[src/rtl/outrun_cfg_pkg.sv]
// Game configuration struct, header byte offsets and status selector
package outrun_cfg_pkg;

    // Header byte offsets within the download header
    parameter logic [3:0] HDR_DEC_BYTE = 4'd0;
    parameter logic [3:0] HDR_ID_BYTE  = 4'd1;

    // Decryption options and game variant from the ROM header
    typedef struct packed {
        logic       dec_en;
        logic       dec_type;
        logic [1:0] game_id;
    } game_cfg_t;

    // Status dump selector, taken from st_addr bits 1:0
    typedef enum logic [1:0] {
        ST_CFG       = 2'd0,
        ST_MAIN_CRED = 2'd1,
        ST_SUB_CRED  = 2'd2,
        ST_KEY       = 2'd3
    } st_sel_e;

endpackage

[src/rtl/game_cfg_regs.sv]
// Header configuration registers, key table write decode and status dump
`timescale 1ns/10ps

module game_cfg_regs #(
    parameter logic [21:0] KEY_BASE = 22'h10_0000
) (
    input  logic                      clk,
    input  logic                      reset,
    // Download stream
    input  logic [21:0]               prog_addr,
    input  logic [7:0]                prog_data,
    input  logic                      prog_we,
    input  logic                      prom_we,
    input  logic                      header,
    // Status sources
    input  logic [7:0]                st_addr,
    input  logic [2:0]                main_credits,
    input  logic [2:0]                sub_credits,
    input  logic [7:0]                key_data,
    // Outputs
    output outrun_cfg_pkg::game_cfg_t cfg,
    output logic                      key_we,
    output logic [12:0]               key_wr_addr,
    output logic [7:0]                st_dout
);

    logic hdr_wr;
    logic key_hit;

    assign hdr_wr = header && prog_we;

    // Key table occupies one 8 KB window of the download space
    assign key_hit     = prog_addr[21:13] == KEY_BASE[21:13];
    assign key_we      = prom_we && key_hit;
    assign key_wr_addr = prog_addr[12:0];

    always_ff @(posedge clk) begin
        if (reset) begin
            cfg <= '0;
        end else if (hdr_wr) begin
            if (prog_addr[3:0] == outrun_cfg_pkg::HDR_DEC_BYTE) begin
                cfg.dec_type <= prog_data[0];
                cfg.dec_en   <= prog_data[1];
            end
            if (prog_addr[3:0] == outrun_cfg_pkg::HDR_ID_BYTE) begin
                cfg.game_id <= prog_data[1:0];
            end
        end
    end

    // Status readback, one cycle after st_addr
    always_ff @(posedge clk) begin
        case (outrun_cfg_pkg::st_sel_e'(st_addr[1:0]))
            outrun_cfg_pkg::ST_CFG: begin
                st_dout <= {4'b0000, cfg.game_id, cfg.dec_type, cfg.dec_en};
            end
            outrun_cfg_pkg::ST_MAIN_CRED: begin
                st_dout <= {5'b00000, main_credits};
            end
            outrun_cfg_pkg::ST_SUB_CRED: begin
                st_dout <= {5'b00000, sub_credits};
            end
            default: begin
                // Last byte read from the key table
                st_dout <= key_data;
            end
        endcase
    end

endmodule

[config.mk]
export PLATFORM = sky130hd
export DESIGN_NAME = game_cfg_regs
export DESIGN_NICKNAME = d
export VERILOG_FILES = /design/src/rtl/outrun_cfg_pkg.sv /design/src/rtl/game_cfg_regs.sv
export SDC_FILE = /design/constraint.sdc
export NUM_CORES = 1
export LEC_CHECK = 0
export ABC_AREA = 1
export ABC_CLOCK_PERIOD_IN_PS = 800
export BUFFER_PORTS_ARGS = -buffer_cell sky130_fd_sc_hd__buf_2
export CAP_MARGIN = 20
export CORE_UTILIZATION = 31
export DETAILED_ROUTE_END_ITERATION = 6
export PLACE_DENSITY = 0.89
export SETUP_SLACK_MARGIN = 0.2
export SYNTH_ARGS = -nofsm -noshare
export SYNTH_HDL_FRONTEND = slang
export SYNTH_SLANG_ARGS = --single-unit
[constraint.sdc]
create_clock -name clk -period 0.8 [get_ports clk]
set_input_delay 0.16 -clock clk [delete_from_list [all_inputs] [get_ports clk]]
set_output_delay 0.16 -clock clk [all_outputs]
set_load 0.05 [all_outputs]
==> Word-level counts from Yosys, hierarchy flattened <==
Index checks and enable logic that the tools add are counted.
Widths: inputs -> output; s select.
{ "totals": {"inputBits": 57, "ff_bits": 12, "output_inout_bits": 26} }
{ "op_classes": {"n_reduce_logical": 6, "eq_ne": 4, "muxes": 1} }
{ "op_table": {"columns": ["operator", "count"], "rows": [
  ["$pmux 8 s3", 1],
  ["$eq 9x8->1 const B", 1],
  ["$eq 4x1->1 const B", 1],
  ["$logic_not 4->1", 1],
  ["$reduce_and 2->1", 2],
  ["$eq 2x1->1 const B", 1],
  ["$eq 2x2->1 const B", 1],
  ["$logic_and 1x1->1", 2],
  ["$logic_not 2->1", 1]
]} }

==> Longest topological paths before layout <==
Gate-level depths: netlist of run 1.
{ "logic_depth": {"depth_word": 2, "depth_mapped": 6, "mapped_depth_nobuf": 6} }

==> Least setup slack after synthesis of run 1 <==
No wires, ideal clock.
{ "synth_path": {"kind": "input-to-output", "startpoint": "input port prog_addr[19]", "endpoint": "output port key_we", "n_path_buf": 0, "path_stages": 3, "path_slack_ns": -0.329, "t_arrival_ns": 0.969, "cell_sequence": "nor2_1 > nand3_1 > nor2_1"} }
{ "synth_via": {"elab_chain_len": 2} }
{ "synth_lines": {"columns": ["element", "line_no", "text"], "rows": [
  ["start: declaration", "game_cfg_regs.sv:10", "input logic [21:0] prog_addr,"],
  ["$eq 9x8->1", "game_cfg_regs.sv:33", "assign key_hit = prog_addr[21:13] == KEY_BASE[21:13];"],
  ["$logic_and 1x1->1", "game_cfg_regs.sv:34", "assign key_we = prom_we && key_hit;"],
  ["end: declaration", "game_cfg_regs.sv:22", "output logic key_we,"]
]} }
Every way passes these cells.

==> Final worst setup path of run 1 <==
{ "layout_path": {"startpoint": "register cfg[0] (netlist bit)", "endpoint": "output port cfg[0] (netlist bit)"} }
{ "layout_rtl": {"columns": ["element", "line_no", "text"], "rows": [
  ["start: declaration", "game_cfg_regs.sv:21", "output outrun_cfg_pkg::game_cfg_t cfg,"]
]} }
No word-level cell between the ends.

==> results of run 1 <==
==> sequential cells by signal (all words and copies together) (netlist names) <==
| name | cells |
|---|---|
| cfg | 4 |
| st_dout | 8 |
==> through the flow <==
step / cells / power, mW / hold slack [ps] / setup slack, ps
after floorplan: 94 / 0.978 / 263 / 14.7
after detailed placement: 161 / 0.995 / 320 / -191
after CTS: 168 / 1.45 / 85.8 / -131
after global placement: 161 / 0.986 / 320 / -187
final: 170 / 1.49 / 95.3 / -133
after global routing: 170 / 1.57 / 97.1 / -166
==> cell type report <==
| type | count | area [um2] |
|---|---|---|
| multi-input cells | 51 | 309 |
| clock buffers | 3 | 22.5 |
| repair buffers | 59 | 546 |
| inverters | 18 | 67.6 |
| fillers | 157 | 698 |
| well taps | 27 | 33.8 |
| flip-flops and latches | 12 | 285 |
==> worst register-to-register path: cells and delay by family (launching register included) <==
| kind | cells | cell delay [ps] |
|---|---|---|
| flops | 1 | 350 |
| simple gates | 3 | 140 |
| buf+inv | 3 | 290 |
==> where the power goes <==
| group | leakage, nW | switching [mW] | internal [mW] |
|---|---|---|---|
| registers | 0.107 | 0.0187 | 0.604 |
| logic | 0.521 | 0.271 | 0.234 |
| clock network | 0.0138 | 0.188 | 0.174 |
==> cell families after synthesis <==
kind of cell / count (synthesis)
buffers and inverters: 31
AO/OA/AOI/OAI: 1
AND/OR/NAND/NOR: 50
flip-flops: 12
==> metal layers <==
metal	wire length, um	track usage, %	up-vias
li1	-	-	375
met1	591	15.8	328
met2	1100	38.6	58
met3	208	3.40	12
met4	85	10.6	0
met5	0	0	-
==> Yosys cell counts, drive strengths merged <==
library cell	instances
nand4	5
nand2	16
a22o	1
nand3	10
nor2	19
inv	18
buf	13
dfxtp	12
==> what timing repair did <==
action                                  4_1_cts  5_1_grt
resized for setup                            57       17
cloned                                        0        0
endpoints found under the setup margin       21       23
hold buffers                                  0        0
pin swaps                                     4        7
setup buffers                                 4        2
==> worst min path at each step <==
stage,startpoint,endpoint,slack (ps),cells after the start
4_1_cts,key_data[6],st_dout[6],90,3
6_report,key_data[5],st_dout[5],100,3
3_5_place_dp,prog_addr[12],key_wr_addr[12],320,0
3_3_place_gp,prog_addr[12],key_wr_addr[12],320,0
5_1_grt,key_data[7],st_dout[7],100,3
2_1_floorplan,key_data[4],st_dout[4],260,2
==> cells in the final DEF, fill, tap and decap left out, drive strengths merged <==
cell type | synthesis | routed
a22o | 1 | 1
buf | 13 | 59
clkbuf | 0 | 3
dfxtp | 12 | 12
inv | 18 | 18
nand2 | 16 | 16
nand3 | 10 | 10
nand4 | 5 | 5
nor2 | 19 | 19
==> flow_summary.toml, run 1 <==
[place]
port_buffers = 52
gp_congestion = 0.703
place_area_um2 = 928
hpwl_um = 1280

[run_status]
run_status = "finished with violations"
violations = "negative setup slack"

[critical_path]
crit_cells = 1
critPathLaunchType = "register"
cp_max_fo = 2
crit_type = "register to primary output"
r2r_setup_slack_ps = -90
crit_path_end_kind = "primary output"
ff2ff_path_depth = 6
cpPeakStageDelay_ps = 360
worstPathCellList = "buf_8"
cp.required_ps = 640
path_buf_inv = 1
crit_path_start = "cfg[0]"
r2r-start = "cfg[3]"
cpMaxStageDelayCell = "dfxtp_4"
crit_end = "cfg[0]"
crit_arrival_ps = 770
rr_endpoint = "cfg[3]"
critPathTopFamily = "flip-flops"

[sta]
setup_slack_ps = -133
slew_headroom_pct = 69.2
setup_viol = 17
tightest_slew_ps = 460
fin_crit_sh_pct = 117
min_period_ps = 933
maxSlewViolCount = 0
rsz0062_at_grt = "yes"
setup-tns-final_ps = -1670
max_freq_mhz = 1070
fin_skew_ps = 0.331
hold_viol = 0

[global_routing]
grt_pass1_wl_um = 2880
antenna_found_initial = 0
first_global_vias = 705
grt_use_total_pct = 18.6
grt_max_degree = 7
grt-ovfl-total = 0

[synth]
syn_inst = 94
yosysUniqueCellTypes = 12
synth_simple_gate_area_share_pct = 36.2
synthTopCellsByArea = "dfxtp_1 (37%), buf_4 (15%), inv_1 (9.8%)"
synth_top_family_by_area = "simple AND/OR/NAND/NOR gates"
postSynthAreaPerCell_um2 = 6.91
synth_fa_ha_area_share_pct = 0
yosys_warnings = 0
yosysSeqAreaShare_pct = 37.0
synth.area.mux_share_pct = 0
synth_xor_area_share_pct = 0
synth-compound-area-share_pct = 1.35
synth_top_area_share_pct = 37.0
syn-cell-area_um2 = 649
yosysTopAreaCell = "dfxtp_1"
syn_nets = 151
ys_seq_elements = 12

[flow_run]
cap_violations = 0

[detailed_routing]
wirelength_um = 1990
via_per_inst = 4.55
drc = 0
ant_nets = 0
dr.first_iter.drc_count = 9
drt-pass1-iter-count = 4
drt-wirelength-per-cell_um = 11.7
vias = 773

[clock_tree]
cts_max_level = 1
clk_path_buf_depth = 2
path_clk_slew_ps = 70
numCtsBuffers = 3
cts_tree = "yes"
clkLatencyLatePin_ps = 270
clkSinkCount = 12
cts-root-buf = "clkbuf_4"

[floorplanning]
num_io_pins = 83
fp.dieW_um = 47.8
row_count = 16
die-area_um2 = 2280
core_area_um2 = 1960
start_util_pct = 33.1
die-height_um = 47.8

[cells_and_area]
syn_to_final_growth_pct = 94.6
final_core_util_pct = 64.4
diodes = 0
drive_gt1_share_pct = 66.4
stdcell_area_um2 = 1260
final_net_count = 202

[power_and_ir_drop]
irDropWorstVdd_mv = 0.588
p_per_area_nw_per_um2 = 1180
p_leak_nw = 0.641

[min_path]
min_path_type = "primary input to register"
(Power assumes the default switching activity.)
==> inputs of run 2 (changes only) <==
Settings changed: ABC_CLOCK_PERIOD_IN_PS 800 to 1150, CORE_UTILIZATION 31 to 33, PLACE_DENSITY 0.89 to 0.93, RECOVER_POWER set to 50, SETUP_SLACK_MARGIN 0.2 to 0.02.
Clock period 0.8 ns to 1.15 ns, I/O delays scaled along.
==> flow_summary.toml, run 2 (synthesis gave the netlist of run 1 again) <==
[critical_path]
critPathLaunchType = "register"
path_buf_inv = 1
cpMaxStageDelayCell = "dfxtp_1"
cpPeakStageDelay_ps = 330
critPathTopFamily = "flip-flops"
crit_type = "register to primary output"
worstPathCellList = "buf_2"
cp.required_ps = 920
crit_arrival_ps = 860
cp_max_fo = 1
crit_path_end_kind = "primary output"

[floorplanning]
die-height_um = 46.4
num_io_pins = 83
die-area_um2 = 2150
core_area_um2 = 1780
fp.dieW_um = 46.4
row_count = 15
start_util_pct = 36.4

[place]
place_area_um2 = 846
gp_congestion = 0.802
dpl.cell_count = 158
place_ws_ps = 22.3
port_buffers = 52
hpwl_um = 1390

[sta]
setup_viol = 0
tightest_slew_ps = 263
hold_viol = 0
setup-tns-final_ps = 0
fin_skew_ps = 2.41
rsz0062_at_grt = "yes"
fin_crit_sh_pct = 95.2
hold_ws_ps = 157
setup_slack_ps = 55.2
max_freq_mhz = 913
slew_headroom_pct = 82.4
maxSlewViolCount = 0
min_period_ps = 1090

[detailed_routing]
drc = 0
drt-pass1-iter-count = 4
wirelength_um = 1690
vias = 731
ant_nets = 0
dr.first_iter.drc_count = 9
drt-wirelength-per-cell_um = 10.4
via_per_inst = 4.51

[global_routing]
grt_use_total_pct = 16.5
antenna_found_initial = 0
grt_max_degree = 8
grt_pass1_wl_um = 2460
grt-ovfl-total = 0
first_global_vias = 684

[clock_tree]
clkSinkCount = 12
numCtsBuffers = 3
ctsHoldBuffers = 0
clkLatencyLatePin_ps = 280
cts-root-buf = "clkbuf_4"
path_clk_slew_ps = 80
clk_path_buf_depth = 2
cts_max_level = 1
cts_tree = "yes"
cts_setup_buffers = 0

[power_and_ir_drop]
irDropWorstVdd_mv = 0.411
p_leak_nw = 0.523
p_per_area_nw_per_um2 = 1150

[cells_and_area]
regArea_um2 = 240
layout_common_cells = "buf_2 (46), inv_1 (18), nand2_1 (16), nor2_1 (16), dfxtp_1 (12)"
syn_to_final_growth_pct = 37.8
reg_top3 = "st_dout: 8 flops, cfg: 4 flops"
final_net_count = 195
top_register = "st_dout"
stdcell_area_um2 = 895
drive_gt1_share_pct = 43.1
diodes = 0
n_fill_cell = 193
fin_cells = 162
multiInputGateArea_um2 = 244
largest_reg_flops = 8
layout_commonest_cell = "buf_2"

[run_status]
run_status = "complete, no violations"

[min_path]
min_path_type = "primary input to register"

[flow_run]
cap_violations = 0
-- run 2: cell count changes in the layout (fill, tap and decap cells not counted), moves of 6 or more --
cell     previous run  this run
buf_6              14         1
dfxtp_4            12         0
dfxtp_1             0        12
buf_8              15         0
nand2_1            10        16
buf_2              25        46
-- run 2: layout make-up --
cell class                      instances  area share, %
Tap cell                               25           3.50
Multi-Input combinational cell         51           27.3
Timing Repair Buffer                   52           30.8
Sequential cell                        12           26.9
Clock buffer                            4           4.06
Inverter                               18           7.55
-- run 2: worst paths after layout --
check,startpoint,to,slack [ps],cells past startpoint
setup / recovery,st_dout[1],st_dout[1],60,1
hold / removal,key_data[2],st_dout[2],160,3
setup reg to reg,cfg[2],cfg[2],470,4
hold reg to reg,cfg[1],st_dout[3],520,1
-- run 2: layer usage --
| metal | global-route usage (%) | vias to the layer above | share of wire [%] |
|---|---|---|---|
| li1 | - | 362 | - |
| met1 | 13.4 | 311 | 33 |
| met2 | 31.4 | 46 | 53 |
| met3 | 4.31 | 12 | 8.5 |
| met4 | 14.7 | 0 | 5.3 |
| met5 | 0 | - | 0 |
-- run 2: repair_timing --
item	4_1_cts	5_1_grt
endpoints found under the setup margin	4	2
gates resized for setup	4	2
pin swaps	0	0
-- run 2: stage by stage --
step	utilization, %	total power [mW]
after CTS	50.0	1.03
after floorplan	-	0.689
after detailed placement	47.4	0.697
after global routing	50.2	1.06
final	50.2	1.03
after global placement	47.4	0.688
-- run 2: power by group --
| group | internal, mW | total [mW] | switching [mW] |
|---|---|---|---|
| Sequential | 0.434 | 0.440 | 0.00588 |
| Clock | 0.193 | 0.339 | 0.147 |
| Combinational | 0.0814 | 0.248 | 0.166 |
