<file path="config.mk">
export PLATFORM = sky130hd
export DESIGN_NAME = main_mem_map
export DESIGN_NICKNAME = d
export VERILOG_FILES = /design/src/rtl/outrun_cfg_pkg.sv /design/src/rtl/outrun_bus_pkg.sv /design/src/rtl/main_mem_map.sv
export SDC_FILE = /design/constraint.sdc
export NUM_CORES = 1
export LEC_CHECK = 0
export ABC_CLOCK_PERIOD_IN_PS = 2600
export BUFFER_PORTS_ARGS = -buffer_cell sky130_fd_sc_hd__buf_2
export CORE_MARGIN = 10
export CORE_UTILIZATION = 40
export CTS_CLUSTER_SIZE = 16
export DETAILED_ROUTE_END_ITERATION = 8
export PLACE_DENSITY = 0.7
export RECOVER_POWER = 100
export SETUP_SLACK_MARGIN = 0.5
export SLEW_MARGIN = 20
export SYNTH_ARGS = -nofsm -noshare
export SYNTH_HDL_FRONTEND = slang
export SYNTH_SLANG_ARGS = --single-unit
</file>
<file path="constraint.sdc">
create_clock -name clk -period 2.6 [get_ports clk]
set_clock_uncertainty 0.2 [all_clocks]
set_input_delay 0.13 -clock clk [delete_from_list [all_inputs] [get_ports clk]]
set_output_delay 0.13 -clock clk [all_outputs]
set_load 0.01 [all_outputs]
</file>
<file path="src/rtl/outrun_cfg_pkg.sv">
// Game configuration struct, header byte offsets and status selector
package outrun_cfg_pkg;

    // Header byte offsets within the download header
    parameter logic [3:0] HDR_DEC_BYTE = 4'd0;
    parameter logic [3:0] HDR_ID_BYTE  = 4'd1;

    // Decryption options and game variant from the ROM header
    typedef struct packed {
        logic       dec_en;
        logic       dec_type;
        logic [1:0] game_id;
    } game_cfg_t;

    // Status dump selector, taken from st_addr bits 1:0
    typedef enum logic [1:0] {
        ST_CFG       = 2'd0,
        ST_MAIN_CRED = 2'd1,
        ST_SUB_CRED  = 2'd2,
        ST_KEY       = 2'd3
    } st_sel_e;

endpackage

</file>
<file path="src/rtl/outrun_bus_pkg.sv">
// Main and sub CPU request structs, SDRAM request and response structs, bank selector
package outrun_bus_pkg;

    // Main CPU request, addr holds word address bits 19:1
    typedef struct packed {
        logic [18:0] addr;
        logic [1:0]  dsn;
        logic        rnw;
        logic [15:0] din;
    } cpu_req_t;

    // Sub CPU request
    typedef struct packed {
        logic [13:0] addr;
        logic [1:0]  dsn;
        logic        rnw;
        logic [15:0] din;
    } sub_req_t;

    // SDRAM bank of the main slot
    typedef enum logic {
        BANK_ROM  = 1'b0,
        BANK_XRAM = 1'b1
    } mem_bank_e;

    // Main SDRAM slot request
    typedef struct packed {
        mem_bank_e   bank;
        logic [17:0] addr;
        logic [1:0]  dsn;
        logic        we;
        logic [15:0] din;
    } mem_req_t;

    // Response word, shared by both slots and the CPU return
    typedef struct packed {
        logic [15:0] data;
    } mem_rsp_t;

endpackage

</file>
<file path="src/rtl/main_mem_map.sv">
// Main bus region decode, SDRAM request forming, response tag queue and ROM decryption
`timescale 1ns/10ps

module main_mem_map #(
    parameter int DEPTH = 4
) (
    input  logic                      clk,
    input  logic                      reset,
    input  outrun_cfg_pkg::game_cfg_t cfg,
    // CPU side
    input  logic                      cpu_valid,
    input  outrun_bus_pkg::cpu_req_t  cpu_req,
    output logic                      cpu_ready,
    output logic                      cpu_rsp_valid,
    output outrun_bus_pkg::mem_rsp_t  cpu_rsp,
    // Key table
    output logic [12:0]               key_addr,
    input  logic [7:0]                key_data,
    // SDRAM slot
    output logic                      tx_valid,
    output outrun_bus_pkg::mem_req_t  tx_req,
    input  logic                      tx_ready,
    input  logic                      mem_rsp_valid,
    input  outrun_bus_pkg::mem_rsp_t  mem_rsp
);

    localparam int AW = (DEPTH > 1) ? $clog2(DEPTH) : 1;
    localparam int CW = $clog2(DEPTH + 1);
    localparam logic [AW-1:0] LAST = AW'(DEPTH - 1);
    localparam logic [CW-1:0] FULL = CW'(DEPTH);

    logic [AW-1:0] wr_ptr;
    logic [AW-1:0] rd_ptr;
    logic [AW-1:0] fill_ptr;
    logic [CW-1:0] count;
    logic          fill_pend;
    logic          room;
    logic          push;
    logic          pop;
    logic          is_rom;
    logic [7:0]    key_sel;
    logic [15:0]   rsp_data;

    // Tag entries, one per request in flight
    logic          tag_rom  [0:DEPTH-1];
    logic          tag_type [0:DEPTH-1];
    logic          tag_en   [0:DEPTH-1];
    logic [7:0]    tag_key  [0:DEPTH-1];

    assign room      = count != FULL;
    assign cpu_ready = tx_ready && room;
    assign tx_valid  = cpu_valid && room;
    assign push      = cpu_valid && cpu_ready;
    assign pop       = mem_rsp_valid;
    assign key_addr  = cpu_req.addr[12:0];

    // Bits 19:18 select ROM, work RAM or VRAM
    assign is_rom = ~cpu_req.addr[18];

    always_comb begin
        tx_req.dsn = cpu_req.dsn;
        tx_req.din = cpu_req.din;
        if (is_rom) begin
            tx_req.bank = outrun_bus_pkg::BANK_ROM;
            tx_req.addr = cpu_req.addr[17:0];
            tx_req.we   = 1'b0;
        end else begin
            // Work RAM sits above VRAM in XRAM
            tx_req.bank = outrun_bus_pkg::BANK_XRAM;
            tx_req.addr = {3'b000, ~cpu_req.addr[17], cpu_req.addr[13:0]};
            tx_req.we   = ~cpu_req.rnw;
        end
    end

    always_ff @(posedge clk) begin
        if (reset) begin
            wr_ptr    <= '0;
            rd_ptr    <= '0;
            count     <= '0;
            fill_pend <= 1'b0;
        end else begin
            fill_pend <= push;
            if (push) begin
                wr_ptr <= (wr_ptr == LAST) ? '0 : wr_ptr + 1'b1;
            end
            if (pop) begin
                rd_ptr <= (rd_ptr == LAST) ? '0 : rd_ptr + 1'b1;
            end
            case ({push, pop})
                2'b10:   count <= count + 1'b1;
                2'b01:   count <= count - 1'b1;
                default: count <= count;
            endcase
        end
    end

    always_ff @(posedge clk) begin
        if (push) begin
            tag_rom[wr_ptr]  <= is_rom && cpu_req.rnw;
            tag_type[wr_ptr] <= cfg.dec_type;
            tag_en[wr_ptr]   <= cfg.dec_en;
            fill_ptr         <= wr_ptr;
        end
        // Key byte arrives one cycle after acceptance
        if (fill_pend) begin
            tag_key[fill_ptr] <= key_data;
        end
    end

    always_comb begin
        key_sel  = (fill_pend && fill_ptr == rd_ptr) ? key_data : tag_key[rd_ptr];
        rsp_data = mem_rsp.data;
        if (tag_rom[rd_ptr] && tag_en[rd_ptr]) begin
            if (tag_type[rd_ptr]) begin
                rsp_data = mem_rsp.data ^ {key_sel, ~key_sel};
            end else begin
                rsp_data = mem_rsp.data ^ {key_sel, key_sel};
            end
        end
    end

    always_ff @(posedge clk) begin
        if (reset) begin
            cpu_rsp_valid <= 1'b0;
        end else begin
            cpu_rsp_valid <= mem_rsp_valid;
        end
    end

    always_ff @(posedge clk) begin
        if (mem_rsp_valid) begin
            cpu_rsp.data <= rsp_data;
        end
    end

    // A new tag never lands on an entry still waiting for its response
    a_no_overflow: assert property (@(posedge clk) disable iff (reset)
        push |-> (count == '0) || (wr_ptr != rd_ptr))
        else $error("tag queue overflow");

    // Memory must never answer more requests than were sent
    a_no_underflow: assert property (@(posedge clk) disable iff (reset)
        pop |-> count != '0)
        else $error("response with empty tag queue");

endmodule

</file>
# Yosys cells after proc, flatten, opt, wreduce, memory -nomap -nowiden
# Memory sizes are Yosys's and may differ from the RTL's. A register that Yosys moved wholly into a read port is not among the register bits.
# Index checks and enable logic that the tools add are counted.
# word_totals
out_inout_bits	70
mem_count	4
reg_bits	27
mem_bits_rw	44
# classes
n_eq_ne	6
addsub	4
reduce_logical	7
n_bitwise	6
muxes	20
# memory_table
memory	depth	width	read_ports	rd_ports_with_merged_regs	wr	line_no	text
tag_key	4	8	1	1	1	main_mem_map.sv:48	logic [7:0] tag_key [0:DEPTH-1];
tag_en	4	1	1	1	1	main_mem_map.sv:47	logic tag_en [0:DEPTH-1];
tag_rom	4	1	1	1	1	main_mem_map.sv:45	logic tag_rom [0:DEPTH-1];
tag_type	4	1	1	1	1	main_mem_map.sv:46	logic tag_type [0:DEPTH-1];
# op_table
cell	n
16-bit two-way mux	2
16-bit bitwise XOR	2
2-bit two-way mux	10
19-bit two-way mux	1
8-bit two-way mux	1
8-bit NOT	1
2-bit equality test, second input constant	3
1-bit logical AND	6
3-bit one-hot mux with 2 select lines	1
1-bit two-way mux	5
2-bit by 1-bit adder with 2-bit output, second input constant	2
3-bit by 1-bit adder with 3-bit output, second input constant	1
3-bit != test, second input constant	1
1-bit NOT	3
3-bit by 1-bit subtractor with 3-bit output, second input constant	1
2-bit by 1-bit equality test with 1-bit output, second input constant	1
2-bit equality test	1
2-bit nonzero test	1

# Logic depth before layout (Yosys ltp)
# logic_depth
ltp_word	7
mapped_depth	8
ltp_nobuf	8

# Least setup slack after synthesis
# Ideal clock, no wire load.
# synth_path
path_type	flip-flop to flip-flop
from	register count[0]
to	register count[2]
synth_period_minus_slack_ps	2379
required_time_ps	2330
setup_slack_ps	221
setup_time_ps	70
path_stages_with_launch	9
t_arrival_ps	2109
cell_sequence	dfxtp_1 > nor3b_1 > nor2b_1 > nand2_1 > ha_1 > fa_1 > xnor2_1 > or3_1 > a21oi_1
# synth_via
elab_chain_len	5
# synth_lines
element	line_no	text
start: declaration	main_mem_map.sv:35	logic [CW-1:0] count;
start signal: assignment	main_mem_map.sv:90	2'b10: count <= count + 1'b1;
start signal: assignment	main_mem_map.sv:91	2'b01: count <= count - 1'b1;
start signal: assignment	main_mem_map.sv:92	default: count <= count;
3-bit != test	main_mem_map.sv:50	assign room = count != FULL;
1-bit logical AND	main_mem_map.sv:51	assign cpu_ready = tx_ready && room;
1-bit logical AND	main_mem_map.sv:53	assign push = cpu_valid && cpu_ready;
2-bit by 1-bit equality test with 1-bit output / 2-bit equality test (equally long branches)	main_mem_map.sv:89	case ({push, pop})
3-bit one-hot mux with 2 select lines / 2-bit nonzero test (equally long branches)	--	
# Parallel ways exist; a longest one is shown, timed or not.
# A chain may end at the register's enable or synchronous reset.

# Worst setup path in the final report
# Same ends and word-level chain as after synthesis.

==> impl_metrics.env <==
export IMPL_status="finished clean"
export IMPL_drv_cap=0
export IMPL_grt_ovfl_total=0
export IMPL_crit_arrival_ns=2.28
export IMPL_hpwl_um=4450
export IMPL_cts_made_buffers=9
export IMPL_vias=1880
export IMPL_setup_viol=0
export IMPL_synth_cell_types=25
export IMPL_synth_top_cell_area_share_pct=53.6
export IMPL_maxSlewViolCount=0
export IMPL_htreeDepth=3
export IMPL_fin_crit_sh_pct=85.1
export IMPL_rows=33
export IMPL_drive_above_1_share_pct=20.9
export IMPL_cts_buffer_depth=2
export IMPL_gp_congestion=0.702
export IMPL_use_met3_pct=4.54
export IMPL_hold_path_class="input port to flop"
export IMPL_max_clock_freq_mhz=452
export IMPL_wire_per_inst_um=16.7
export IMPL_required_ns=2.67
export IMPL_initial_utilization_pct=41.7
export IMPL_coreArea_um2=8340
export IMPL_slew_headroom_pct=19.6
export IMPL_syn_to_final_growth_pct=16.1
export IMPL_clk_pin_slew_worst_paths_ns=0.07
export IMPL_nFillCells=739
export IMPL_setup_slack_ns=0.386
export IMPL_critPathKind="flop to flop"
export IMPL_max_vdd_ir_drop_uv=237
export IMPL_fp_dieH_um=113
export IMPL_post_route_util_pct=48.4
export IMPL_final_area_um2=4030
export IMPL_crit_fanout=3
export IMPL_place_ws_ns=0.416
export IMPL_finalHoldViolations=0
export IMPL_first_iter_violations=124
export IMPL_design_die_area_um2=12800
export IMPL_clk_insertion_delay_late_ns=0.34
export IMPL_grt_use_total_pct=10.2
export IMPL_netlist_area_um2=3470
export IMPL_synth_seq_area_share_pct=59.9
export IMPL_post_route_drc_count=0
export IMPL_ys_ff_latch=73
export IMPL_viasPerCell=4.69
export IMPL_antenna_found_initial=0
export IMPL_die_x_um=113
export IMPL_power_mw=2.57
export IMPL_synth_largest_area_cell="edfxtp_1"
export IMPL_fin_setup_tns_ns=0
export IMPL_rsz0062_at_grt="true"
export IMPL_tightest_slew_ns=1.21
export IMPL_clock_sinks=73
export IMPL_endpoint_kind="flop"
export IMPL_final_antenna_net_count=0
export IMPL_cts_tree="done"
export IMPL_clock_tree_root_cell="clkbuf_8"
export IMPL_io_buffer_count=61
export IMPL_busiest_layer="met2"
export IMPL_period_minus_slack_ns=2.21
export IMPL_start_kind="flop"
export IMPL_leakage_nw=1.50
export IMPL_nets=369
export IMPL_syn_inst=234
export IMPL_syn_avg_cell_area_um2=14.8
export IMPL_io_pins=141
export IMPL_met1_usage_pct=11.3
export IMPL_synthTopCellsByArea="edfxtp_1 54%, buf_4 9.9%, dfxtp_1 6.3%"
export IMPL_syn_nets=312
export IMPL_grt_max_degree=21
export IMPL_p_per_area_nw_per_um2=638
export IMPL_met2_usage_pct=16.2
export IMPL_placedInstanceArea_um2=3580
export IMPL_grt_pass1_wl_um=10300
export IMPL_drt_wl_total_um=6690
export IMPL_grt_pass1_vias=2025
export IMPL_diodes=0
export IMPL_yosysWarnings=0
export IMPL_drtPass1Iterations=4
==> stage by stage <==
stage	std cells	hold slack (ns)
final	401	0.0230
after global routing	401	0.0154
after CTS	399	0.00325
after detailed placement	352	0.0601
after global placement	352	0.0601
after floorplan	234	0.0289
==> worst max-delay path, stage by stage, from the launching register on <==
cell     delay, ns
dfxtp_2       0.34
nor3b_1       0.46
nor2b_4       0.07
nand2_1       0.16
ha_4          0.18
fa_2          0.21
xnor2_2       0.06
or3_1         0.31
a21oi_1       0.14
==> Yosys cell counts <==
cell and count:
a21oi_1 3, and3_1 5, and3b_1 1, buf_4 46
buf_6 4, clkbuf_1 1, dfxtp_1 11, edfxtp_1 62
fa_1 1, ha_1 6, inv_1 4, mux2i_1 20
mux4_1 8, mux4_2 2, nand2_1 9, nand3_1 1
nor2_1 15, nor2_4 1, nor2b_1 8, nor2b_4 1
nor3b_1 2, o21ai_0 1, or3_1 2, xnor2_1 11
xor2_1 9
==> layout by cell type, fill, tap and decap left out, types with 9 or more instances in the layout <==
cell type / Yosys / final
xor2_1: 9 / 9
buf_2: 0 / 24
nor2_1: 15 / 15
mux2i_1: 20 / 15
edfxtp_1: 62 / 62
clkbuf_8: 0 / 9
xnor2_1: 11 / 10
nand2_1: 9 / 9
dlygate4sd3_1: 0 / 28
clkbuf_1: 1 / 44
==> path summary, 6_finish.rpt <==
kind | slack, ns | from | endpoint | cells past startpoint
max | 0.39 | count[0]$_SDFFE_PP0P_ | count[2]$_SDFFE_PP0P_ | 8
min | 0.02 | cpu_req[16] | tag_rom[3]$_DFFE_PP_ | 2
min reg2reg | 0.28 | count[2]$_SDFFE_PP0P_ | count[2]$_SDFFE_PP0P_ | 2
max reg2reg | 0.39 | count[0]$_SDFFE_PP0P_ | count[2]$_SDFFE_PP0P_ | 8
==> power by group <==
part	total [mW]	leakage [nW]	switching, mW	internal (mW)
combinational	0.363	0.738	0.178	0.184
clock	0.834	0.0918	0.396	0.438
sequential	1.38	0.666	0.0350	1.34
==> per-layer routing <==
| layer | routed length, um | vias up |
|---|---|---|
| met4 | 125 | 0 |
| met1 | 2900 | 877 |
| met2 | 3130 | 82 |
| li1 | - | 901 |
| met5 | 0 | - |
| met3 | 536 | 20 |
==> flip-flops by register name (all words and copies together) (netlist names), named ones only <==
name,count
tag_key,32
cpu_rsp,16
tag_en,4
tag_rom,4
tag_type,4
count,3
fill_ptr,2
rd_ptr,2
wr_ptr,2
cpu_rsp_valid,1
fill_pend,1
==> cell type report <==
cell class | count | area [um2] | share of cell area [%]
tap | 105 | 131 | 3.26
timing repair buffer | 97 | 599 | 14.9
inverter | 4 | 15.0 | 0.372
clock buffer | 12 | 135 | 3.35
multi-input combinational | 106 | 1020 | 25.3
sequential | 73 | 2090 | 51.7
clock inverter | 4 | 43.8 | 1.09
==> logic make-up (layout without fill, tap and decap cells) <==
group / count (synthesis) / after routing / synth area share (%)
adder cells (fa/ha/maj): 7 / 7 / 2.74
XOR/XNOR: 20 / 20 / 5.04
buffers and inverters: 55 / 117 / 11.8
AO/OA/AOI/OAI: 4 / 4 / 0.576
flip-flops: 73 / 73 / 59.9
multiplexers: 30 / 30 / 13.1
AND/OR/NAND/NOR: 45 / 45 / 6.84
==> what timing repair did <==
action	in CTS	in global routing
resized for setup	4	19
endpoints found under the setup margin	9	10
endpoints found under the hold margin	70	0
buffers inserted	3	1
hold buffers	28	0
cloned	0	1
pin swaps	1	5
Note: power is estimated with default switching activity, not from simulation.
