--- src/rtl/credit_tx.sv ---
// Credit-based request sender with a registered payload, generic over the payload type
`timescale 1ns/10ps

module credit_tx #(
    parameter type payload_t = logic [15:0],
    parameter int  CREDITS   = 2
) (
    input  logic       clk,
    input  logic       reset,
    // Request side
    input  logic       in_valid,
    input  payload_t   in_payload,
    output logic       in_ready,
    // Slot side
    output logic       out_valid,
    output payload_t   out_payload,
    input  logic       credit_return,
    // Free credits for status
    output logic [2:0] credits
);

    localparam logic [2:0] FULL = 3'(CREDITS);

    logic [2:0] cnt;
    logic       take;

    assign in_ready = cnt != 3'd0;
    assign take     = in_valid && in_ready;
    assign credits  = cnt;

    always_ff @(posedge clk) begin
        if (reset) begin
            cnt       <= FULL;
            out_valid <= 1'b0;
        end else begin
            out_valid <= take;
            case ({take, credit_return})
                2'b10:   cnt <= cnt - 1'b1;
                2'b01:   cnt <= cnt + 1'b1;
                default: cnt <= cnt;
            endcase
        end
    end

    // Payload held one cycle with out_valid
    always_ff @(posedge clk) begin
        if (take) begin
            out_payload <= in_payload;
        end
    end

    a_cnt_bound: assert property (@(posedge clk) disable iff (reset)
        cnt <= FULL)
        else $error("credit count above limit");

    // Slot returns only credits it was given
    a_no_extra_return: assert property (@(posedge clk) disable iff (reset)
        credit_return |-> cnt != FULL)
        else $error("credit returned while all credits are free");

endmodule

--- config.mk ---
export PLATFORM = sky130hd
export DESIGN_NAME = credit_tx
export DESIGN_NICKNAME = d
export VERILOG_FILES = /design/src/rtl/credit_tx.sv
export SDC_FILE = /design/constraint.sdc
export NUM_CORES = 1
export LEC_CHECK = 0
export BUFFER_PORTS_ARGS = -buffer_cell sky130_fd_sc_hd__buf_2
export CORE_MARGIN = 5
export CORE_UTILIZATION = 40
export CTS_CLUSTER_DIAMETER = 200
export DETAILED_ROUTE_END_ITERATION = 12
export GPL_TIMING_DRIVEN = 0
export PLACE_DENSITY_LB_ADDON = 0.15
export SYNTH_ARGS = -nofsm -noshare
export SYNTH_HDL_FRONTEND = slang
export SYNTH_SLANG_ARGS = --single-unit
export TNS_END_PERCENT = 10
--- constraint.sdc ---
create_clock -name clk -period 2.5 [get_ports clk]
set_input_delay 0.75 -clock clk [delete_from_list [all_inputs] [get_ports clk]]
set_output_delay 0.75 -clock clk [all_outputs]
set_load 0.005 [all_outputs]
Word level (Yosys, flattened, before mapping)

Index checks and enable logic that the tools add are counted.

Register bits: 20
Word-level logic and storage cells: 11
Bits of input ports: 20
Output and inout bits: 21

Reductions and logical operators: 3
Multiplexer cells: 1
Add/subtract/negate cells: 2
Equality and inequality tests: 2

Operators by type and width:

| cell                                                | number |
|---|---|
| case mux 3 bit (2 select lines)                     | 1 |
| adder 3 x 1 -> 3 bit, second input constant         | 1 |
| nonzero test 3 bit                                  | 1 |
| subtractor 3 x 1 -> 3 bit, second input constant    | 1 |
| equality test 2 x 1 -> 1 bit, second input constant | 1 |
| equality test 2 bit, second input constant          | 1 |
| nonzero test 2 bit                                  | 1 |
| logical AND 1 bit                                   | 1 |

Logic depth before layout (Yosys ltp)

Gate-level depths: netlist (run 1).

Depth after elaboration: 4
Gate-level depth with buffers: 8
Depth with buffers taken out: 8

Worst setup path after synthesis (run 1)

OpenSTA, ideal clock, no wires.

Kind: register to register
From: register cnt[0], in the netlist credits[0]
To: register cnt[2], in the netlist credits[2]
Path slack: 0.440 ns
Arrival time: 1.991 ns
Clock period less this slack: 2.060 ns
Stages on the path, launching flop included: 9
Cell sequence: dfxtp_1 > or3_1 > nand2_1 > ha_1 > inv_1 > fa_1 > xor2_1 > or3_1 > a21oi_1

Cells in the longest elaborated chain, start to end: 4
Elaborated cells on any way between the ends: 8
Classes of those cells: add/sub: 2; eq/ne: 2; mux: 1; reduce/logical: 3

RTL lines:

| element                                                                      | RTL line | source |
|---|---|---|
| from (decl)                                                                  | 24       | `logic [2:0] cnt;` |
| from (signal assigned)                                                       | 38       | `2'b10: cnt <= cnt - 1'b1;` |
| from (signal assigned)                                                       | 39       | `2'b01: cnt <= cnt + 1'b1;` |
| from (signal assigned)                                                       | 40       | `default: cnt <= cnt;` |
| nonzero test 3 bit (*)                                                       | 27       | `assign in_ready = cnt != 3'd0;` |
| named net in_ready                                                           | 13       | `output logic in_ready,` |
| logical AND 1 bit (*)                                                        | 28       | `assign take = in_valid && in_ready;` |
| equality test 2 x 1 -> 1 bit / equality test 2 bit (equally long branches)   | 37       | `case ({take, credit_return})` |
| case mux 3 bit (2 select lines) / nonzero test 2 bit (equally long branches) | --       |  |

The timed path passes the listed nets; every way through them passes the cells marked *.
A chain may end at the register's enable or synchronous reset.

Worst setup path in the final report (run 1)

From: register cnt[0], in the netlist credits[0]
To: register cnt[2], in the netlist credits[2]

Cells in the longest elaborated chain, start to end: 4
Elaborated cells on any way between the ends: 8
Classes of those cells: add/sub: 2; eq/ne: 2; mux: 1; reduce/logical: 3

RTL lines:

| element |
|---|
| parallel branches: the longest is 4 deep, another holds adder 3 x 1 -> 3 bit |

Parallel ways; which one is timed is not known.

==> results of run 1 <==
critical path: cells and delay by family (launching register included):
kind,cells,cell delay [ns]
buf+inv,1,0.06
compound gates,1,0.14
xor+xnor,1,0.16
flops,1,0.37
fa+ha+maj,2,0.56
simple gates,3,0.79
kinds of logic (layout without fill, tap and decap cells):
family / Yosys count / in the layout
xor+xnor: 2 / 2
flops: 20 / 20
compound gates: 3 / 3
simple gates: 6 / 6
fa+ha+maj: 2 / 2
buf+inv: 2 / 46
cell usage after synthesis, drive strengths merged:
cell type | n | area (sq um)
fa | 1 | 20.0
nor2b | 1 | 6.26
a21oi | 1 | 5.00
nor2 | 2 | 7.51
edfxtp | 16 | 480
xor2 | 2 | 17.5
o21ai | 1 | 5.00
or3 | 2 | 12.5
ha | 1 | 12.5
dfxtp | 4 | 80.1
a211o | 1 | 8.76
nand2 | 1 | 3.75
inv | 2 | 7.51
metrics by stage:
step,hold WS [ns],setup WS (ns)
floorplan,0.477,0.440
global placement,0.487,0.307
detailed placement,0.502,0.258
CTS,0.519,0.362
global route,0.567,0.196
finish,0.523,0.368
cell type report:
type	instances	area, sq um	share of cell area, %
clock buffers	3	22.5	2.47
clock inverters	1	3.75	0.411
flip-flops and latches	20	561	61.4
inverters	2	7.51	0.822
well taps	16	20.0	2.19
multi-input cells	13	98.8	10.8
repair buffers	40	200	21.9
power breakdown:
part	switching (W)	internal, W
Combinational	0.0000762	0.0000757
Sequential	0.0000235	0.000420
Clock	0.0000892	0.0000579
Total	0.000189	0.000554
sequential cells by signal (all words and copies together), names as in the netlist:
register     cells
out_payload     16
credits          3
out_valid        1
routing by layer:
layer  vias to the layer above  track usage (%)  wire (um)
li1                        217                -          -
met4                         0             3.83          0
met2                        23             17.1        599
met5                         -                0          0
met1                       200             12.0        488
met3                         0             2.91        133
worst paths after layout:
kind         depth (start not counted)          to  slack, ns
max                                  8  credits[2]       0.37
min                                  2  credits[2]       0.52
max reg2reg                          8  credits[2]       0.37
min reg2reg                          2  credits[2]       0.52
==> impl_metrics.env, run 1 <==
export IMPL_syn_nets=57
export IMPL_clockBufferDepth=2
export IMPL_io_pins=41
export IMPL_hold_start="credits[2]"
export IMPL_syn_instance_count=35
export IMPL_grt_pass1_vias=459
export IMPL_min_period_ns=2.13
export IMPL_hold_violations=0
export IMPL_viasPerCell=4.63
export IMPL_path_common_cell="or3_1"
export IMPL_start_util_pct=43.3
export IMPL_die_area_sq_um=2580
export IMPL_grt_pass1_wl_mm=2.01
export IMPL_layout_commonest_cell="buf_2"
export IMPL_antenna_cells=0
export IMPL_finalSetupViolCount=0
export IMPL_syn_avg_cell_area_sq_um=19.1
export IMPL_vias=440
export IMPL_max_slew_worst_pin_slew_ns=0.590
export IMPL_worstPathArrival_ns=2.35
export IMPL_cts_sinks=20
export IMPL_placed_cell_area_sq_um=887
export IMPL_path_class="reg -> reg"
export IMPL_fillers=136
export IMPL_io_buffers=40
export IMPL_p_per_area_nw_per_um2=813
export IMPL_rows=14
export IMPL_p_leak_nw=0.414
export IMPL_layout_drive_gt1_share_pct=54.4
export IMPL_worstPathRequired_ns=2.72
export IMPL_tritoncts="built"
export IMPL_gp_congestion=0.715
export IMPL_final_area_sq_um=913
export IMPL_h_tree_depth=1
export IMPL_grt_max_degree=17
export IMPL_rsz0062_at_grt="false"
export IMPL_muxShareOfSynthArea_pct=0
export IMPL_fin_cells=95
export IMPL_p_total_w=0.000743
export IMPL_grt_total_usage_pct=10.1
export IMPL_finClkSkew_ns=0.00598
export IMPL_final_util_pct=59.3
export IMPL_ir_drop_mv=0.471
export IMPL_cp_slowest_cell="dfxtp_1"
export IMPL_first_iter_violations=12
export IMPL_area_growth_pct=37.0
export IMPL_clock_root_buffer="clkbuf_4"
export IMPL_fp_dieH_um=50.8
export IMPL_final_cell_mix="40 x buf_2, 16 x edfxtp_1, 4 x dfxtp_1"
export IMPL_die_x_um=50.8
export IMPL_slew_headroom_pct=60.6
export IMPL_fmax_mhz=469
export IMPL_worstPathMaxFanout=4
export IMPL_coreArea_sq_um=1540
export IMPL_ys_seq_area_share_pct=84.1
export IMPL_rr_startpoint="credits[0]"
export IMPL_cts_buffers=3
export IMPL_tns_ns=0
export IMPL_cts_setup_buffers=0
export IMPL_hold_class="reg -> reg"
export IMPL_synth_cell_types=13
export IMPL_overflow=0
export IMPL_synth_top_family_by_area="adder cells"
export IMPL_route_detailed_drc=0
export IMPL_critPathMaxStageDelay_ns=0.37
export IMPL_antenna_found_initial=0
export IMPL_finalCritPeriodShare_pct=85.3
export IMPL_synthAdderAreaFrac_pct=4.88
export IMPL_synth_warnings=0
export IMPL_cts_resized=0
export IMPL_synth_xor_area_share_pct=2.63
export IMPL_cp_startpoint="credits[0]"
export IMPL_drt_pass1_iter_count=2
export IMPL_layout_nets=102
export IMPL_cp_cell_sequence="or3_1, nand2_1, ha_1, inv_1, fa_1, xor2_1, or3_1, a21oi_1"
export IMPL_outcome="finished clean"
export IMPL_yosys_area_share_simple_pct=4.50
export IMPL_slew_viol_final=0
export IMPL_crit_path_end_kind="flop"
export IMPL_syn_cell_area_sq_um=667
export IMPL_drv_cap=0
export IMPL_cts_hold_fix_buffers=0
export IMPL_dp_cells=91
export IMPL_totalWireLength_mm=1.22
export IMPL_avgRoutedWirePerCell_um=12.9
export IMPL_critPathLaunchType="flop"
export IMPL_clk_pin_slew_worst_paths_ns=0.10
export IMPL_ys_ff_latch=20
export IMPL_clk_latency_ns=0.29
export IMPL_synth_compound_area_share_pct=2.81
export IMPL_ant_nets=0
No activity file was read; power rests on OpenSTA's default activity.
==> run 2, diff against run 1 <==
--- a/config.mk
+++ b/config.mk
@@ -5,9 +5,10 @@
 export SDC_FILE = /design/constraint.sdc
 export NUM_CORES = 1
 export LEC_CHECK = 0
+export ABC_AREA = 1
 export BUFFER_PORTS_ARGS = -buffer_cell sky130_fd_sc_hd__buf_2
 export CORE_MARGIN = 5
-export CORE_UTILIZATION = 40
+export CORE_UTILIZATION = 41
 export CTS_CLUSTER_DIAMETER = 200
 export DETAILED_ROUTE_END_ITERATION = 12
 export GPL_TIMING_DRIVEN = 0
==> impl_metrics.env, run 2 <==
export IMPL_outcome="finished clean"
export IMPL_h_tree_depth=1
export IMPL_grt_pass1_vias=404
export IMPL_dp_cells=102
export IMPL_synth_xor_area_share_pct=0
export IMPL_grt_total_usage_pct=9.12
export IMPL_ir_drop_mv=0.392
export IMPL_clockBufferDepth=2
export IMPL_final_cell_mix="40 x buf_2, 16 x edfxtp_1, 7 x inv_1"
export IMPL_synth_cell_types=15
export IMPL_rows=15
export IMPL_layout_nets=112
export IMPL_path_buf_inv=4
export IMPL_avgRoutedWirePerCell_um=11.6
export IMPL_synth_compound_area_share_pct=2.51
export IMPL_grt_most_used_layer="met2"
export IMPL_antenna_cells=0
export IMPL_grtUsageMet3_pct=3.79
export IMPL_viasPerCell=4.43
export IMPL_syn_cell_area_sq_um=698
export IMPL_finClkSkew_ns=0.00467
export IMPL_p_total_w=0.000697
export IMPL_fin_cells=106
export IMPL_syn_nets=67
export IMPL_totalWireLength_mm=1.23
export IMPL_critPathMaxStageDelay_ns=0.39
export IMPL_rsz0062_at_grt="false"
export IMPL_tritoncts="built"
export IMPL_start_util_pct=41.8
export IMPL_fp_dieH_um=51.3
export IMPL_syn_instance_count=45
export IMPL_yosys_cell_count_top_type="edfxtp_1"
export IMPL_cp_cell_sequence="buf_2, nand2_1, ha_1, inv_2, fa_1, inv_1, nand2_1, nand3_1, nand2_1, inv_1, nor2_1"
export IMPL_synth_top_family_by_area="simple AND/OR/NAND/NOR gates"
export IMPL_overflow=0
export IMPL_coreArea_sq_um=1670
export IMPL_area_growth_pct=35.5
export IMPL_synth_warnings=0
export IMPL_drv_cap=0
export IMPL_finalCritPeriodShare_pct=68.3
export IMPL_cp_startpoint="in_valid"
export IMPL_path_class="in -> reg"
export IMPL_cp_slowest_cell="fa_1"
export IMPL_max_slew_worst_pin_slew_ns=0.590
export IMPL_gp_congestion=0.749
export IMPL_first_iter_violations=2
export IMPL_cts_buffers=3
export IMPL_worstPathMaxFanout=3
export IMPL_p_per_area_nw_per_um2=737
export IMPL_ant_nets=0
export IMPL_finalSetupViolCount=0
export IMPL_io_pins=41
export IMPL_syn_avg_cell_area_sq_um=15.5
export IMPL_worstPathRequired_ns=2.69
export IMPL_antenna_found_initial=0
export IMPL_grt_use_met2_pct=15.7
export IMPL_io_buffers=40
export IMPL_synth_edff_count=16
export IMPL_synth_common_cells="16 x edfxtp_1, 7 x inv_1, 5 x nand2_1, 4 x dfxtp_1"
export IMPL_crit_path_end_kind="flop"
export IMPL_route_detailed_drc=0
export IMPL_drt_pass1_iter_count=2
export IMPL_ys_flop_type="edfxtp_1"
export IMPL_dp_hpwl_um=998
export IMPL_layout_commonest_cell="buf_2"
export IMPL_crit_family="adder cells"
export IMPL_hold_start="credits[1]"
export IMPL_top_register="out_payload"
export IMPL_muxShareOfSynthArea_pct=0
export IMPL_worstPathArrival_ns=1.90
export IMPL_hold_class="reg -> reg"
export IMPL_clk_pin_slew_worst_paths_ns=0.10
export IMPL_synth_top_cell_area_share_pct=68.8
export IMPL_synth_async_sr_flop_share_pct=0
export IMPL_fmax_mhz=586
export IMPL_clock_root_buffer="clkbuf_4"
export IMPL_cts_sinks=20
export IMPL_vias=470
export IMPL_yosys_area_top_type="edfxtp_1"
export IMPL_clk_latency_ns=0.28
export IMPL_ys_ff_latch=20
export IMPL_min_period_ns=1.71
export IMPL_slew_viol_final=0
export IMPL_layout_drive_gt1_share_pct=52.8
export IMPL_critPathLaunchType="input port"
export IMPL_ys_seq_area_share_pct=80.3
export IMPL_synthAdderAreaFrac_pct=4.66
export IMPL_cts_resized=0
export IMPL_grt_pass1_wl_mm=1.73
export IMPL_rr_startpoint="credits[0]"
export IMPL_cts_setup_buffers=0
export IMPL_largest_reg_flops=16
export IMPL_yosys_area_share_simple_pct=7.71
export IMPL_hold_violations=0
export IMPL_synth_area_top_cells="edfxtp_1 69%, dfxtp_1 11%, inv_1 3.8%, fa_1 2.9%, nand2_1 2.7%"
export IMPL_p_leak_nw=0.449
export IMPL_die_x_um=51.3
export IMPL_grt_max_degree=17
export IMPL_cts_hold_fix_buffers=0
export IMPL_slew_headroom_pct=60.6
export IMPL_tns_ns=0
export IMPL_use_met1_pct=9.79
export IMPL_path_common_cell="nand2_1"
export IMPL_die_area_sq_um=2630
[run 2: routing by layer]
layer | vias to the layer above | share of wire, %
li1 | 242 | -
met1 | 207 | 40
met2 | 21 | 49
met3 | 0 | 11
met4 | 0 | 0
met5 | - | 0
[run 2: final timing paths]
check	endpoint	slack, ns	depth (start not counted)
worst min register to register	credits[1]	0.56	2
worst max register to register	credits[2]	0.80	12
worst max-delay path	credits[2]	0.79	11
worst min-delay path	credits[1]	0.56	2
[run 2: cell type report]
| cell class | count | area [sq um] |
|---|---|---|
| fill | 146 | 724 |
| sequential | 20 | 561 |
| timing repair buffer | 40 | 200 |
| multi-input combinational | 16 | 104 |
| inverter | 9 | 33.8 |
| clock buffer | 3 | 22.5 |
| tap | 17 | 21.3 |
| clock inverter | 1 | 3.75 |
[run 2: per-stage QoR]
step / utilization, % / worst slack, ns / hold slack, ns / cell area, sq um
6_report: 56.6 / 0.793 / 0.563 / 946
5_1_grt: 56.6 / 0.635 / 0.597 / 946
4_1_cts: 56.6 / 0.782 / 0.571 / 946
3_5_place_dp: 55.1 / 0.487 / 0.556 / 920
3_3_place_gp: 55.1 / 0.516 / 0.552 / 920
2_1_floorplan: - / 0.673 / 0.531 / 698
[run 2: kinds of logic (layout without fill, tap and decap cells)]
family	count (synthesis)	after routing
buf+inv	9	53
simple gates	11	11
compound gates	3	3
flops	20	20
fa+ha+maj	2	2
[run 2: worst register-to-register path: cells and delay by family, from the launching register on]
kind,cells,cell delay (ns)
adders and majority gates,2,0.58
and+or+nand+nor,6,0.41
buffers and inverters,4,0.28
DFF,1,0.35
[run 2: power by group]
group	internal, W	total (W)	leakage (nW)	switching, W
sequential	0.000405	0.000419	0.188	0.0000143
clock	0.0000579	0.000145	0.0154	0.0000867
combinational	0.0000599	0.000133	0.246	0.0000729
total	0.000523	0.000697	0.449	0.000174
